<file path="src/rtcPkg.sv">
package rtcPkg;

	localparam int dataWidth = 8;

	typedef logic [dataWidth-1:0] busData;

	// field chosen for a read or write.
	typedef enum logic [2:0] {
		fieldSeconds,
		fieldMinutes,
		fieldHour,
		fieldDay,
		fieldMonth,
		fieldYear
	} timeField;

	localparam busData regFormat = 8'h00; // 12/24 hour select.
	localparam busData regControl = 8'h02;
	localparam busData regSeconds = 8'h21;
	localparam busData regMinutes = 8'h22;
	localparam busData regHour = 8'h23;
	localparam busData regDay = 8'h24;
	localparam busData regMonth = 8'h25;
	localparam busData regYear = 8'h26;

	localparam int controlBit = 4; // init and format bit.

	typedef enum logic {
		opWrite,
		opRead
	} accessOp;

	typedef enum logic [1:0] {
		cycAddress,
		cycWrite,
		cycRead
	} cycleKind;

	// bus timing in clocks.
	localparam int setupCycles = 2;
	localparam int strobeCycles = 4;
	localparam int holdCycles = 2;

	typedef enum logic [1:0] {
		seqIdle,
		seqAddress,
		seqData,
		seqDone
	} seqState;

	typedef enum logic [1:0] {
		busIdle,
		busSetup,
		busStrobe,
		busHold
	} busState;

endpackage

</file>
<file path="src/rtcAccessSequencer.sv">
`timescale 1ns/10ps

module rtcAccessSequencer (
	input  logic clk,
	input  logic reset,
	input  logic cmdValid,
	input  rtcPkg::accessOp cmdOp,
	input  rtcPkg::busData cmdAddr,
	input  rtcPkg::busData cmdData,
	output logic seqReady,
	output logic cycStart,
	output rtcPkg::cycleKind cycKind,
	output rtcPkg::busData cycData,
	input  logic cycDone,
	input  rtcPkg::busData cycReadData,
	output logic done,
	output logic readValid,
	output rtcPkg::busData readData
);
	import rtcPkg::*;

	seqState state;
	accessOp opReg;
	busData dataReg;
	logic accept;
	logic addrDone;
	logic dataDone;

	assign seqReady = (state == seqIdle);
	assign accept = cmdValid && seqReady;
	assign addrDone = (state == seqAddress) && cycDone;
	assign dataDone = (state == seqData) && cycDone;

	always_ff @(posedge clk) begin
		if (reset) begin
			state <= seqIdle;
			cycStart <= 1'b0;
			done <= 1'b0;
			readValid <= 1'b0;
		end else begin
			cycStart <= 1'b0;
			done <= 1'b0;
			readValid <= 1'b0;
			case (state)
				seqIdle: begin
					if (accept) begin
						state <= seqAddress;
						cycStart <= 1'b1; // address cycle.
					end
				end
				seqAddress: begin
					if (cycDone) begin
						state <= seqData;
						cycStart <= 1'b1; // data cycle.
					end
				end
				seqData: begin
					if (cycDone) begin
						state <= seqDone;
						done <= 1'b1;
						readValid <= (opReg == opRead);
					end
				end
				seqDone: begin
					state <= seqIdle;
				end
				default: begin
					state <= seqIdle;
				end
			endcase
		end
	end

	// command and cycle payload.
	always_ff @(posedge clk) begin
		if (accept) begin
			opReg <= cmdOp;
			dataReg <= cmdData;
			cycKind <= cycAddress;
			cycData <= cmdAddr;
		end
		if (addrDone) begin
			cycKind <= (opReg == opRead) ? cycRead : cycWrite;
			cycData <= dataReg;
		end
		if (dataDone && opReg == opRead) begin
			readData <= cycReadData;
		end
	end

endmodule

</file>
<file path="src/rtcBusCycle.sv">
`timescale 1ns/10ps

module rtcBusCycle (
	input  logic clk,
	input  logic reset,
	input  logic cycStart,
	input  rtcPkg::cycleKind cycKind,
	input  rtcPkg::busData cycData,
	output logic cycDone,
	output rtcPkg::busData cycReadData,
	output logic csN,
	output logic wrN,
	output logic rdN,
	output logic ale,
	output logic adOe,
	output rtcPkg::busData adOut,
	input  rtcPkg::busData adIn
);
	import rtcPkg::*;

	busState state;
	cycleKind kindReg;
	logic [2:0] phaseCount;
	logic closing;
	logic setupEnd;
	logic strobeEnd;
	logic holdEnd;

	assign setupEnd = (state == busSetup) && (phaseCount == 3'(setupCycles - 1));
	assign strobeEnd = (state == busStrobe) && (phaseCount == 3'(strobeCycles - 1));
	assign holdEnd = (state == busHold) && (phaseCount == 3'(holdCycles - 1));

	always_ff @(posedge clk) begin
		if (reset) begin
			state <= busIdle;
			phaseCount <= '0;
			csN <= 1'b1;
			wrN <= 1'b1;
			rdN <= 1'b1;
			ale <= 1'b0;
			adOe <= 1'b0;
			closing <= 1'b0;
			cycDone <= 1'b0;
		end else begin
			cycDone <= closing; // one clock after csN rises.
			closing <= 1'b0;
			case (state)
				busIdle: begin
					if (cycStart) begin
						state <= busSetup;
						phaseCount <= '0;
						csN <= 1'b0;
						ale <= (cycKind == cycAddress);
						adOe <= (cycKind != cycRead);
					end
				end
				busSetup: begin
					if (setupEnd) begin
						state <= busStrobe;
						phaseCount <= '0;
						if (kindReg == cycRead) begin
							rdN <= 1'b0;
						end else begin
							wrN <= 1'b0;
						end
					end else begin
						phaseCount <= phaseCount + 3'd1;
					end
				end
				busStrobe: begin
					if (strobeEnd) begin
						state <= busHold;
						phaseCount <= '0;
						wrN <= 1'b1;
						rdN <= 1'b1;
					end else begin
						phaseCount <= phaseCount + 3'd1;
					end
				end
				busHold: begin
					if (holdEnd) begin
						state <= busIdle;
						phaseCount <= '0;
						csN <= 1'b1;
						ale <= 1'b0;
						adOe <= 1'b0;
						closing <= 1'b1;
					end else begin
						phaseCount <= phaseCount + 3'd1;
					end
				end
				default: begin
					state <= busIdle;
				end
			endcase
		end
	end

	// kind and bus data held for the whole cycle.
	always_ff @(posedge clk) begin
		if (state == busIdle && cycStart) begin
			kindReg <= cycKind;
			adOut <= cycData;
		end
		if (strobeEnd && kindReg == cycRead) begin
			cycReadData <= adIn; // last strobe clock.
		end
	end

endmodule

</file>
<file path="src/rtcCommandDecode.sv">
`timescale 1ns/10ps

module rtcCommandDecode (
	input  logic clk,
	input  logic reset,
	input  logic initStart,
	input  logic writeStart,
	input  logic readStart,
	input  logic formatStart,
	input  rtcPkg::timeField fieldSel,
	input  rtcPkg::busData writeData,
	input  logic setOne,
	input  logic twelveHour,
	input  logic seqReady,
	output logic cmdValid,
	output rtcPkg::accessOp cmdOp,
	output rtcPkg::busData cmdAddr,
	output rtcPkg::busData cmdData,
	output logic busy
);
	import rtcPkg::*;

	logic anyStart;
	logic take;
	busData fieldAddr;
	accessOp nextOp;
	busData nextAddr;
	busData nextData;

	assign anyStart = initStart | writeStart | readStart | formatStart;
	assign take = anyStart && !cmdValid; // dropped while holding.
	assign busy = cmdValid;

	always_comb begin
		case (fieldSel)
			fieldSeconds: fieldAddr = regSeconds;
			fieldMinutes: fieldAddr = regMinutes;
			fieldHour: fieldAddr = regHour;
			fieldDay: fieldAddr = regDay;
			fieldMonth: fieldAddr = regMonth;
			fieldYear: fieldAddr = regYear;
			default: fieldAddr = regSeconds;
		endcase
	end

	// format beats read beats write beats init.
	always_comb begin
		nextOp = opWrite;
		nextAddr = regControl;
		nextData = '0;
		if (formatStart) begin
			nextAddr = regFormat;
			nextData[controlBit] = twelveHour;
		end else if (readStart) begin
			nextOp = opRead;
			nextAddr = fieldAddr;
		end else if (writeStart) begin
			nextAddr = fieldAddr;
			nextData = writeData;
		end else begin
			nextData[controlBit] = setOne; // init.
		end
	end

	always_ff @(posedge clk) begin
		if (reset) begin
			cmdValid <= 1'b0;
		end else if (take) begin
			cmdValid <= 1'b1;
		end else if (cmdValid && seqReady) begin
			cmdValid <= 1'b0;
		end
	end

	always_ff @(posedge clk) begin
		if (take) begin
			cmdOp <= nextOp;
			cmdAddr <= nextAddr;
			cmdData <= nextData;
		end
	end

endmodule

</file>
<file path="src/rtcController.sv">
`timescale 1ns/10ps

module rtcController (
	input  logic clk,
	input  logic reset,
	input  logic initStart,
	input  logic writeStart,
	input  logic readStart,
	input  logic formatStart,
	input  rtcPkg::timeField fieldSel,
	input  rtcPkg::busData writeData,
	input  logic setOne,
	input  logic twelveHour,
	output logic busy,
	output logic done,
	output rtcPkg::busData readData,
	output logic readValid,
	output logic csN,
	output logic wrN,
	output logic rdN,
	output logic ale,
	output rtcPkg::busData adOut,
	output logic adOe,
	input  rtcPkg::busData adIn
);
	import rtcPkg::*;

	logic cmdValid;
	accessOp cmdOp;
	busData cmdAddr;
	busData cmdData;
	logic seqReady;
	logic cycStart;
	cycleKind cycKind;
	busData cycData;
	logic cycDone;
	busData cycReadData;

	rtcCommandDecode decode (
		.clk(clk),
		.reset(reset),
		.initStart(initStart),
		.writeStart(writeStart),
		.readStart(readStart),
		.formatStart(formatStart),
		.fieldSel(fieldSel),
		.writeData(writeData),
		.setOne(setOne),
		.twelveHour(twelveHour),
		.seqReady(seqReady),
		.cmdValid(cmdValid),
		.cmdOp(cmdOp),
		.cmdAddr(cmdAddr),
		.cmdData(cmdData),
		.busy(busy)
	);

	rtcAccessSequencer sequencer (
		.clk(clk),
		.reset(reset),
		.cmdValid(cmdValid),
		.cmdOp(cmdOp),
		.cmdAddr(cmdAddr),
		.cmdData(cmdData),
		.seqReady(seqReady),
		.cycStart(cycStart),
		.cycKind(cycKind),
		.cycData(cycData),
		.cycDone(cycDone),
		.cycReadData(cycReadData),
		.done(done),
		.readValid(readValid),
		.readData(readData)
	);

	rtcBusCycle busCycle (
		.clk(clk),
		.reset(reset),
		.cycStart(cycStart),
		.cycKind(cycKind),
		.cycData(cycData),
		.cycDone(cycDone),
		.cycReadData(cycReadData),
		.csN(csN),
		.wrN(wrN),
		.rdN(rdN),
		.ale(ale),
		.adOe(adOe),
		.adOut(adOut),
		.adIn(adIn)
	);

endmodule

</file>
<file path="config.mk">
export PLATFORM = sky130hd
export DESIGN_NAME = rtcController
export DESIGN_NICKNAME = d
export VERILOG_FILES = /design/src/rtcPkg.sv /design/src/rtcAccessSequencer.sv /design/src/rtcBusCycle.sv /design/src/rtcCommandDecode.sv /design/src/rtcController.sv
export SDC_FILE = /design/constraint.sdc
export NUM_CORES = 1
export LEC_CHECK = 0
export ABC_AREA = 0
export BUFFER_PORTS_ARGS = -buffer_cell sky130_fd_sc_hd__buf_2
export CAP_MARGIN = 15
export CORE_UTILIZATION = 62
export CTS_BUF_LIST = sky130_fd_sc_hd__clkbuf_4
export DETAILED_ROUTE_END_ITERATION = 12
export PLACE_DENSITY = 0.95
export SYNTH_ARGS = -nofsm -noshare
export SYNTH_HDL_FRONTEND = slang
export SYNTH_SLANG_ARGS = --single-unit
</file>
<file path="constraint.sdc">
create_clock -name clk -period 3.3 [get_ports clk]
set_clock_uncertainty 0.15 [all_clocks]
set_input_delay 0.165 -clock clk [delete_from_list [all_inputs] [get_ports clk]]
set_output_delay 0.165 -clock clk [all_outputs]
set_load 0.02 [all_outputs]
</file>
After elaboration in Yosys (flattened, before gate mapping)
Cells that the tools add are included.

Bits in latches: 0. Word-level logic and storage cells: 133. Memories: 0. Output and inout port bits: 24. Input port bits: 27. Memory bits (writable): 0. Bits in registers: 80. Bits in read-only memories: 0.

Equality and inequality tests: 24. Add/sub/neg operators: 1. $mul: 0. $lt $le $gt $ge: 0. Muxes and demuxes: 48. Shift-type cells: 0. Reduce and logical (&&, ||, !) cells: 27. Divide/modulo/power cells: 0. Bitwise operators: 7.

Operators with widths (number): 8-bit two-way mux (3); 2-bit two-way mux (10); 1-bit two-way mux (18); 2-bit case mux with 4 select lines (2); 3-bit case mux with 5 select lines (1); 3-bit two-way mux (4); 1-bit case mux with 2 select lines (6); 3-bit case mux with 4 select lines (1); 4-bit AND reduction (3); 2-bit == test, second input constant (5); 1-bit logical AND (10); 2-bit by 1-bit inequality test with 1-bit output, second input constant (5); 2-bit inequality test, second input constant (5); 3-bit by 2-bit == test with 1-bit output, second input constant (3); 2-bit nonzero test (4); 3-bit by 1-bit == test with 1-bit output, second input constant (2); 3-bit == test, second input constant (2); 2-bit zero test (3); 6-bit two-way mux (1); 3-bit AND reduction (2); 3-bit OR reduction (2); 5-bit two-way mux (1); 2-bit by 1-bit == test with 1-bit output, second input constant (2); 4-bit two-way mux (1); other kinds (5) (11).

Longest topological paths before layout
Depth after elaboration: 5. Gate-level depth with buffers: 5. Mapped depth without buffers: 5.

Cells and area by module
Synthesis repeated with hierarchy kept, for this count alone.

Cell total of the unflattened synthesis: 211. Area, all modules: 3091.7 um2.

Modules (own cells, without submodules): rtcBusCycle (sequential area each 780.7 um2, cells an instance 95, area each 1278.7 um2, times used 1); rtcAccessSequencer (sequential area each 910.9 um2, cells an instance 68, area each 1184.9 um2, times used 1); rtcCommandDecode (sequential area each 410.4 um2, cells an instance 48, area each 628.1 um2, times used 1).

Least setup slack after synthesis
Ideal clock, no wire load.

Kind: flip-flop to flip-flop. Start: register decode.cmdValid (netlist: decode.busy). End: register decode.cmdAddr[0], enable pin. Cell stages (with the launch flop): 2. Path slack: 1675 ps. Clock period less this slack: 1625 ps. Setup time: 387 ps. Required time: 2763 ps. Arrival: 1088 ps. Path buffers: 0. Path through: dfxtp_1 > a21oi_1.

Cells in the longest elaborated chain, start to end: 2.

Ends and longest elaborated chain: from (decl) (line rtcCommandDecode.sv:15) `output logic cmdValid,`; from (signal assigned) (line rtcCommandDecode.sv:67) `cmdValid <= 1'b0;`; from (signal assigned) (line rtcCommandDecode.sv:69) `cmdValid <= 1'b1;`; from (signal assigned) (line rtcCommandDecode.sv:71) `cmdValid <= 1'b0;`; 1-bit zero test (line rtcCommandDecode.sv:31) `assign take = anyStart && !cmdValid;`; 1-bit logical AND (line rtcCommandDecode.sv:31); net decode.take (line rtcCommandDecode.sv:24) `logic take;`; to (signal assigned) (line rtcCommandDecode.sv:78) `cmdAddr <= nextAddr;`; to (decl) (line rtcCommandDecode.sv:17) `output rtcPkg::busData cmdAddr,`.

The timed path passes the listed nets, and every way through them passes these cells. A chain may end at the register's enable or synchronous reset.

Worst setup path after layout
Start: input port formatStart. End: register decode.cmdData[4], data pin.

Cells in the longest elaborated chain, start to end: 1.

Ends and longest elaborated chain: from (decl) (line rtcController.sv:9) `input logic formatStart,`; 1-bit two-way mux (line rtcCommandDecode.sv:51) `if (formatStart) begin`; net decode.nextData[4] (line rtcCommandDecode.sv:28) `busData nextData;`; to (signal assigned) (line rtcCommandDecode.sv:79) `cmdData <= nextData;`; to (decl) (line rtcCommandDecode.sv:18) `output rtcPkg::busData cmdData,`.

The timed path passes the listed nets, and every way through them passes these cells.

==> results by group <==
Drt
  • Routed Antenna Nets: 0
  • Total Wirelength: 5460 µm
  • Wirelength per Cell: 16.1 µm
  • Vias per cell: 5.48
  • Starting DRT DRC Count: 125
  • M1 wire length: 2200 µm
  • DR WL met3: 330 µm
  • DRC viols: 6
  • Top Layer Used: met4
  • Total number of vias: roughly 1900
  • Met2 routed WL: about 2900 µm
  • Total iterations of the first detailed-routing run: 8

Logic synthesis
  • FF+latch count, synth: 76
  • Synth Instances: 202
  • Synth Flop Type: edfxtp_1
  • Post-synthesis compound-gate area fraction: 7.00%
  • Post-synthesis simple-gate area fraction: 12.2%
  • Synth unique cells: 41
  • Post-Synth Adder-Cell Area: 4.61%
  • Asr flop ratio synth: 0%
  • Mean Syn Cell Area: ~15 µm²
  • Sequential area share after synthesis: 70.4%
  • Yosys Warn Count: 0
  • Synthesized area: 0.00299 mm²
  • Largest family of logic cells by synthesized area: simple AND/OR/NAND/NOR gates
  • Post-synthesis xor/xnor area fraction: 0%
  • Syn nets: 240
  • Post-synth EDFFs: 58
  • Post-synthesis mux area share: between 3 and 4%

STA
  • Final hold vios: 0
  • Slew Limit Headroom: 52.4%
  • Setup_tns: 0 ns
  • Final setup fails: 0
  • RSZ-0062 raised after global routing: no
  • Pins Over Slew Limit: 0
  • Fmax: 476 MHz
  • Slew @ Worst Pin: 0.713 ns
  • Final min period: 2.10 ns
  • Final setup margin: 1.20 ns
  • Fin crit share: 63.6%

Power and ir drop
  • P_leak: 0.00144 µW
  • Internal Power: 1650 µW
  • Power, Total: 2330 µW
  • Clk network pwr share: 23.3%
  • Peak supply drop: 0.373 mV
  • Sw Share: 29.2%
  • Gate power share: 21.2%
  • PD cells: about 640 mW/mm²
  • Psw: 680 µW
  • Sequential Power Share: a little under three fifths

Global route
  • Largest net degree at the start of global routing: 29
  • Global-route usage over all layers: 24.0%
  • Vias in the first global route: 1923
  • Grt total ovfl: 0
  • Initial antenna violation count: 0
  • First-pass GRT wire length: ~8800 µm

Die
  • DIE AREA: 0.00510 mm²
  • Core area: between 0.004 and 0.005 mm²
  • I/O Pins: 51
  • Row Count: 24
  • Die Y: 71.4 µm
  • Initial Util: ~66%
  • Die Span X: 71.4 µm

Clocking
  • Setup Buffers After CTS: 0
  • Reg clk slew, reported paths: approximately 0.11 ns
  • Max Buffers Root-to-Sink: 2
  • CTS Buf Count: 9
  • Depth of the CTS H-tree: 3
  • Skew-Pair Late Insertion Delay: slightly above 0.4 ns
  • CTS tree: built
  • Sink count of the clock tree: 76
  • Clk root buf: clkbuf_4

Setup path
  • Worst path slowest cell: dlygate4sd3_1
  • Most frequent cell on the critical path: dlygate4sd3_1
  • Critical Path RT: around 3.3 ns
  • Buffers and inverters on the worst path: 4
  • Critical Path Max Stage Delay: about 0.55 ns
  • Data arrival, critical path: 2.11 ns
  • Worst Setup Start Kind: primary input
  • CP Max Fanout: 9
  • CP Capture Type: flop
  • Crit Path Class: in -> reg
  • Crit path max-delay family: buffers and inverters
  • Crit path cell chain: dlygate4sd3_1 -> buf_2 -> nand2_1 -> dlygate4sd3_1 -> o31ai_1 -> dlygate4sd3_1

Hold path
  • Hold Path Class: in -> reg

Flow run
  • Max cap viols: 0

Finish
  • # diodes: 0
  • Area grow syn2layout: 21.9%
  • Layout cell share with drive strength beyond 1: 26.1%
  • Fin area: 0.00364 mm²
  • Nets: 320
  • Fin cells: around 340

Place
  • Area after DPL: 0.00328 mm²
  • HPWL Detailed: between 3000 and 4000 µm
  • Placer Congestion: 0.776
  • PortBufs: 50
  • Placed cells: 300
  • Pre-CTS worst setup slack: 1.41 ns

Status
  • Failing checks: DRC
  • Status: finished with violations
[synth_stat cells (2+ instances only)]
master / n / area (µm²)
nor3b_1: 2 / 15.0
and2_1: 7 / 43.8
a21oi_1: 9 / 45.0
or4_1: 4 / 30.0
dfxtp_1: 18 / 360
nand2b_1: 10 / 62.6
o21bai_1: 3 / 22.5
nor2_1: 9 / 33.8
edfxtp_1: 58 / 1740
or3_1: 2 / 12.5
clkbuf_1: 2 / 7.51
nor2b_1: 6 / 37.5
ha_1: 11 / 138
mux2i_1: 6 / 60.1
and3_1: 6 / 37.5
inv_1: 12 / 45.0
a211oi_1: 2 / 15.0
o32ai_1: 2 / 17.5
mux2_2: 4 / 45.0
nand2_1: 8 / 30.0
[layout by cell type (no fill, tap or decap), types with 3 or more instances in the layout]
cell | Yosys | routed
mux2_2 | 4 | 4
mux2i_1 | 6 | 6
dfxtp_1 | 18 | 18
or4_1 | 4 | 4
edfxtp_1 | 58 | 58
o21bai_1 | 3 | 3
nor2b_1 | 6 | 6
clkbuf_4 | 0 | 9
nand2b_1 | 10 | 10
nor2_1 | 9 | 9
inv_1 | 12 | 12
and3_1 | 6 | 6
dlygate4sd3_1 | 0 | 22
nand2_1 | 8 | 8
a21oi_1 | 9 | 9
buf_2 | 1 | 50
ha_1 | 11 | 11
and2_1 | 7 | 7
[cell type report]
type	instances	area [µm²]
Clock buffer	9	67.6
Clock inverter	7	66.3
Fill cell	236	865
Inverter	12	45.0
Multi-Input combinational cell	110	816
Sequential cell	76	2100
Tap cell	52	65.1
Timing Repair Buffer	73	478
[path summary, 6_finish.rpt]
check | startpoint | end | slack [ns] | cells past startpoint
max | formatStart | decode.cmdData[4]$_DFFE_PP_ | 1.20 | 6
min | initStart | decode.busy$_SDFFE_PP0P_ | 0.02 | 3
max reg2reg | busCycle.phaseCount[0]$_SDFFE_PP0P_ | busCycle.cycReadData[7]$_DFFE_PP_ | 1.40 | 4
min reg2reg | sequencer.cycData[1]$_DFFE_PP_ | busCycle.adOut[1]$_DFFE_PP_ | 0.28 | 0
[worst register-to-register path, delay by kind of cell, from the launching register on]
kind	cells	cell delay, ns
simple gates	2	0.64
flops	1	0.40
fa+ha+maj	2	0.35
[through the flow]
stage / hold slack (ns) / utilization (%)
floorplan: 0.114 / -
global placement: 0.205 / 72.8
finish: 0.0196 / 80.8
CTS: 0.000969 / 80.6
detailed placement: 0.197 / 72.8
global route: 0.0135 / 80.8
[sequential cells by signal, summed over array words and instances (netlist names), 2 cells and up]
signal / flops
busCycle.cycReadData: 8
sequencer.state: 2
decode.cmdAddr: 4
busCycle.state: 2
sequencer.cycData: 8
sequencer.dataReg: 8
busCycle.adOut: 8
busCycle.kindReg: 2
sequencer.cycKind: 2
busCycle.phaseCount: 3
decode.cmdData: 8
sequencer.readData: 8
[per-layer routing]
| metal | global-route usage (%) | vias to the layer above |
|---|---|---|
| li1 | - | 899 |
| met1 | 27.8 | 877 |
| met2 | 42.6 | 75 |
| met3 | 5.34 | 6 |
| met4 | 10.9 | 0 |
| met5 | 0 | - |
[power groups by stage]
| stage | combinational (µW) | sequential, µW | clock [µW] |
|---|---|---|---|
| 2_1_floorplan | 304 | 1330 | 0 |
| 5_1_grt | 549 | 1300 | 586 |
| 4_1_cts | 485 | 1290 | 543 |
| 6_report | 494 | 1290 | 542 |
| 3_5_place_dp | 463 | 1310 | 0 |
| 3_3_place_gp | 437 | 1300 | 0 |
[kinds of logic (layout without fill, tap and decap cells)]
logic type,count (synthesis),count (layout)
DFF,76,76
and+or+nand+nor,61,61
buffers and inverters,16,101
adders and majority gates,11,11
muxes,10,10
AOI/OAI and AO/OA,28,28
[repair_timing]
item	in CTS	in global routing
resized for setup	0	0
endpoints found under the hold margin	20	0
hold buffers	22	0
No activity file was read; power rests on OpenSTA's default activity.
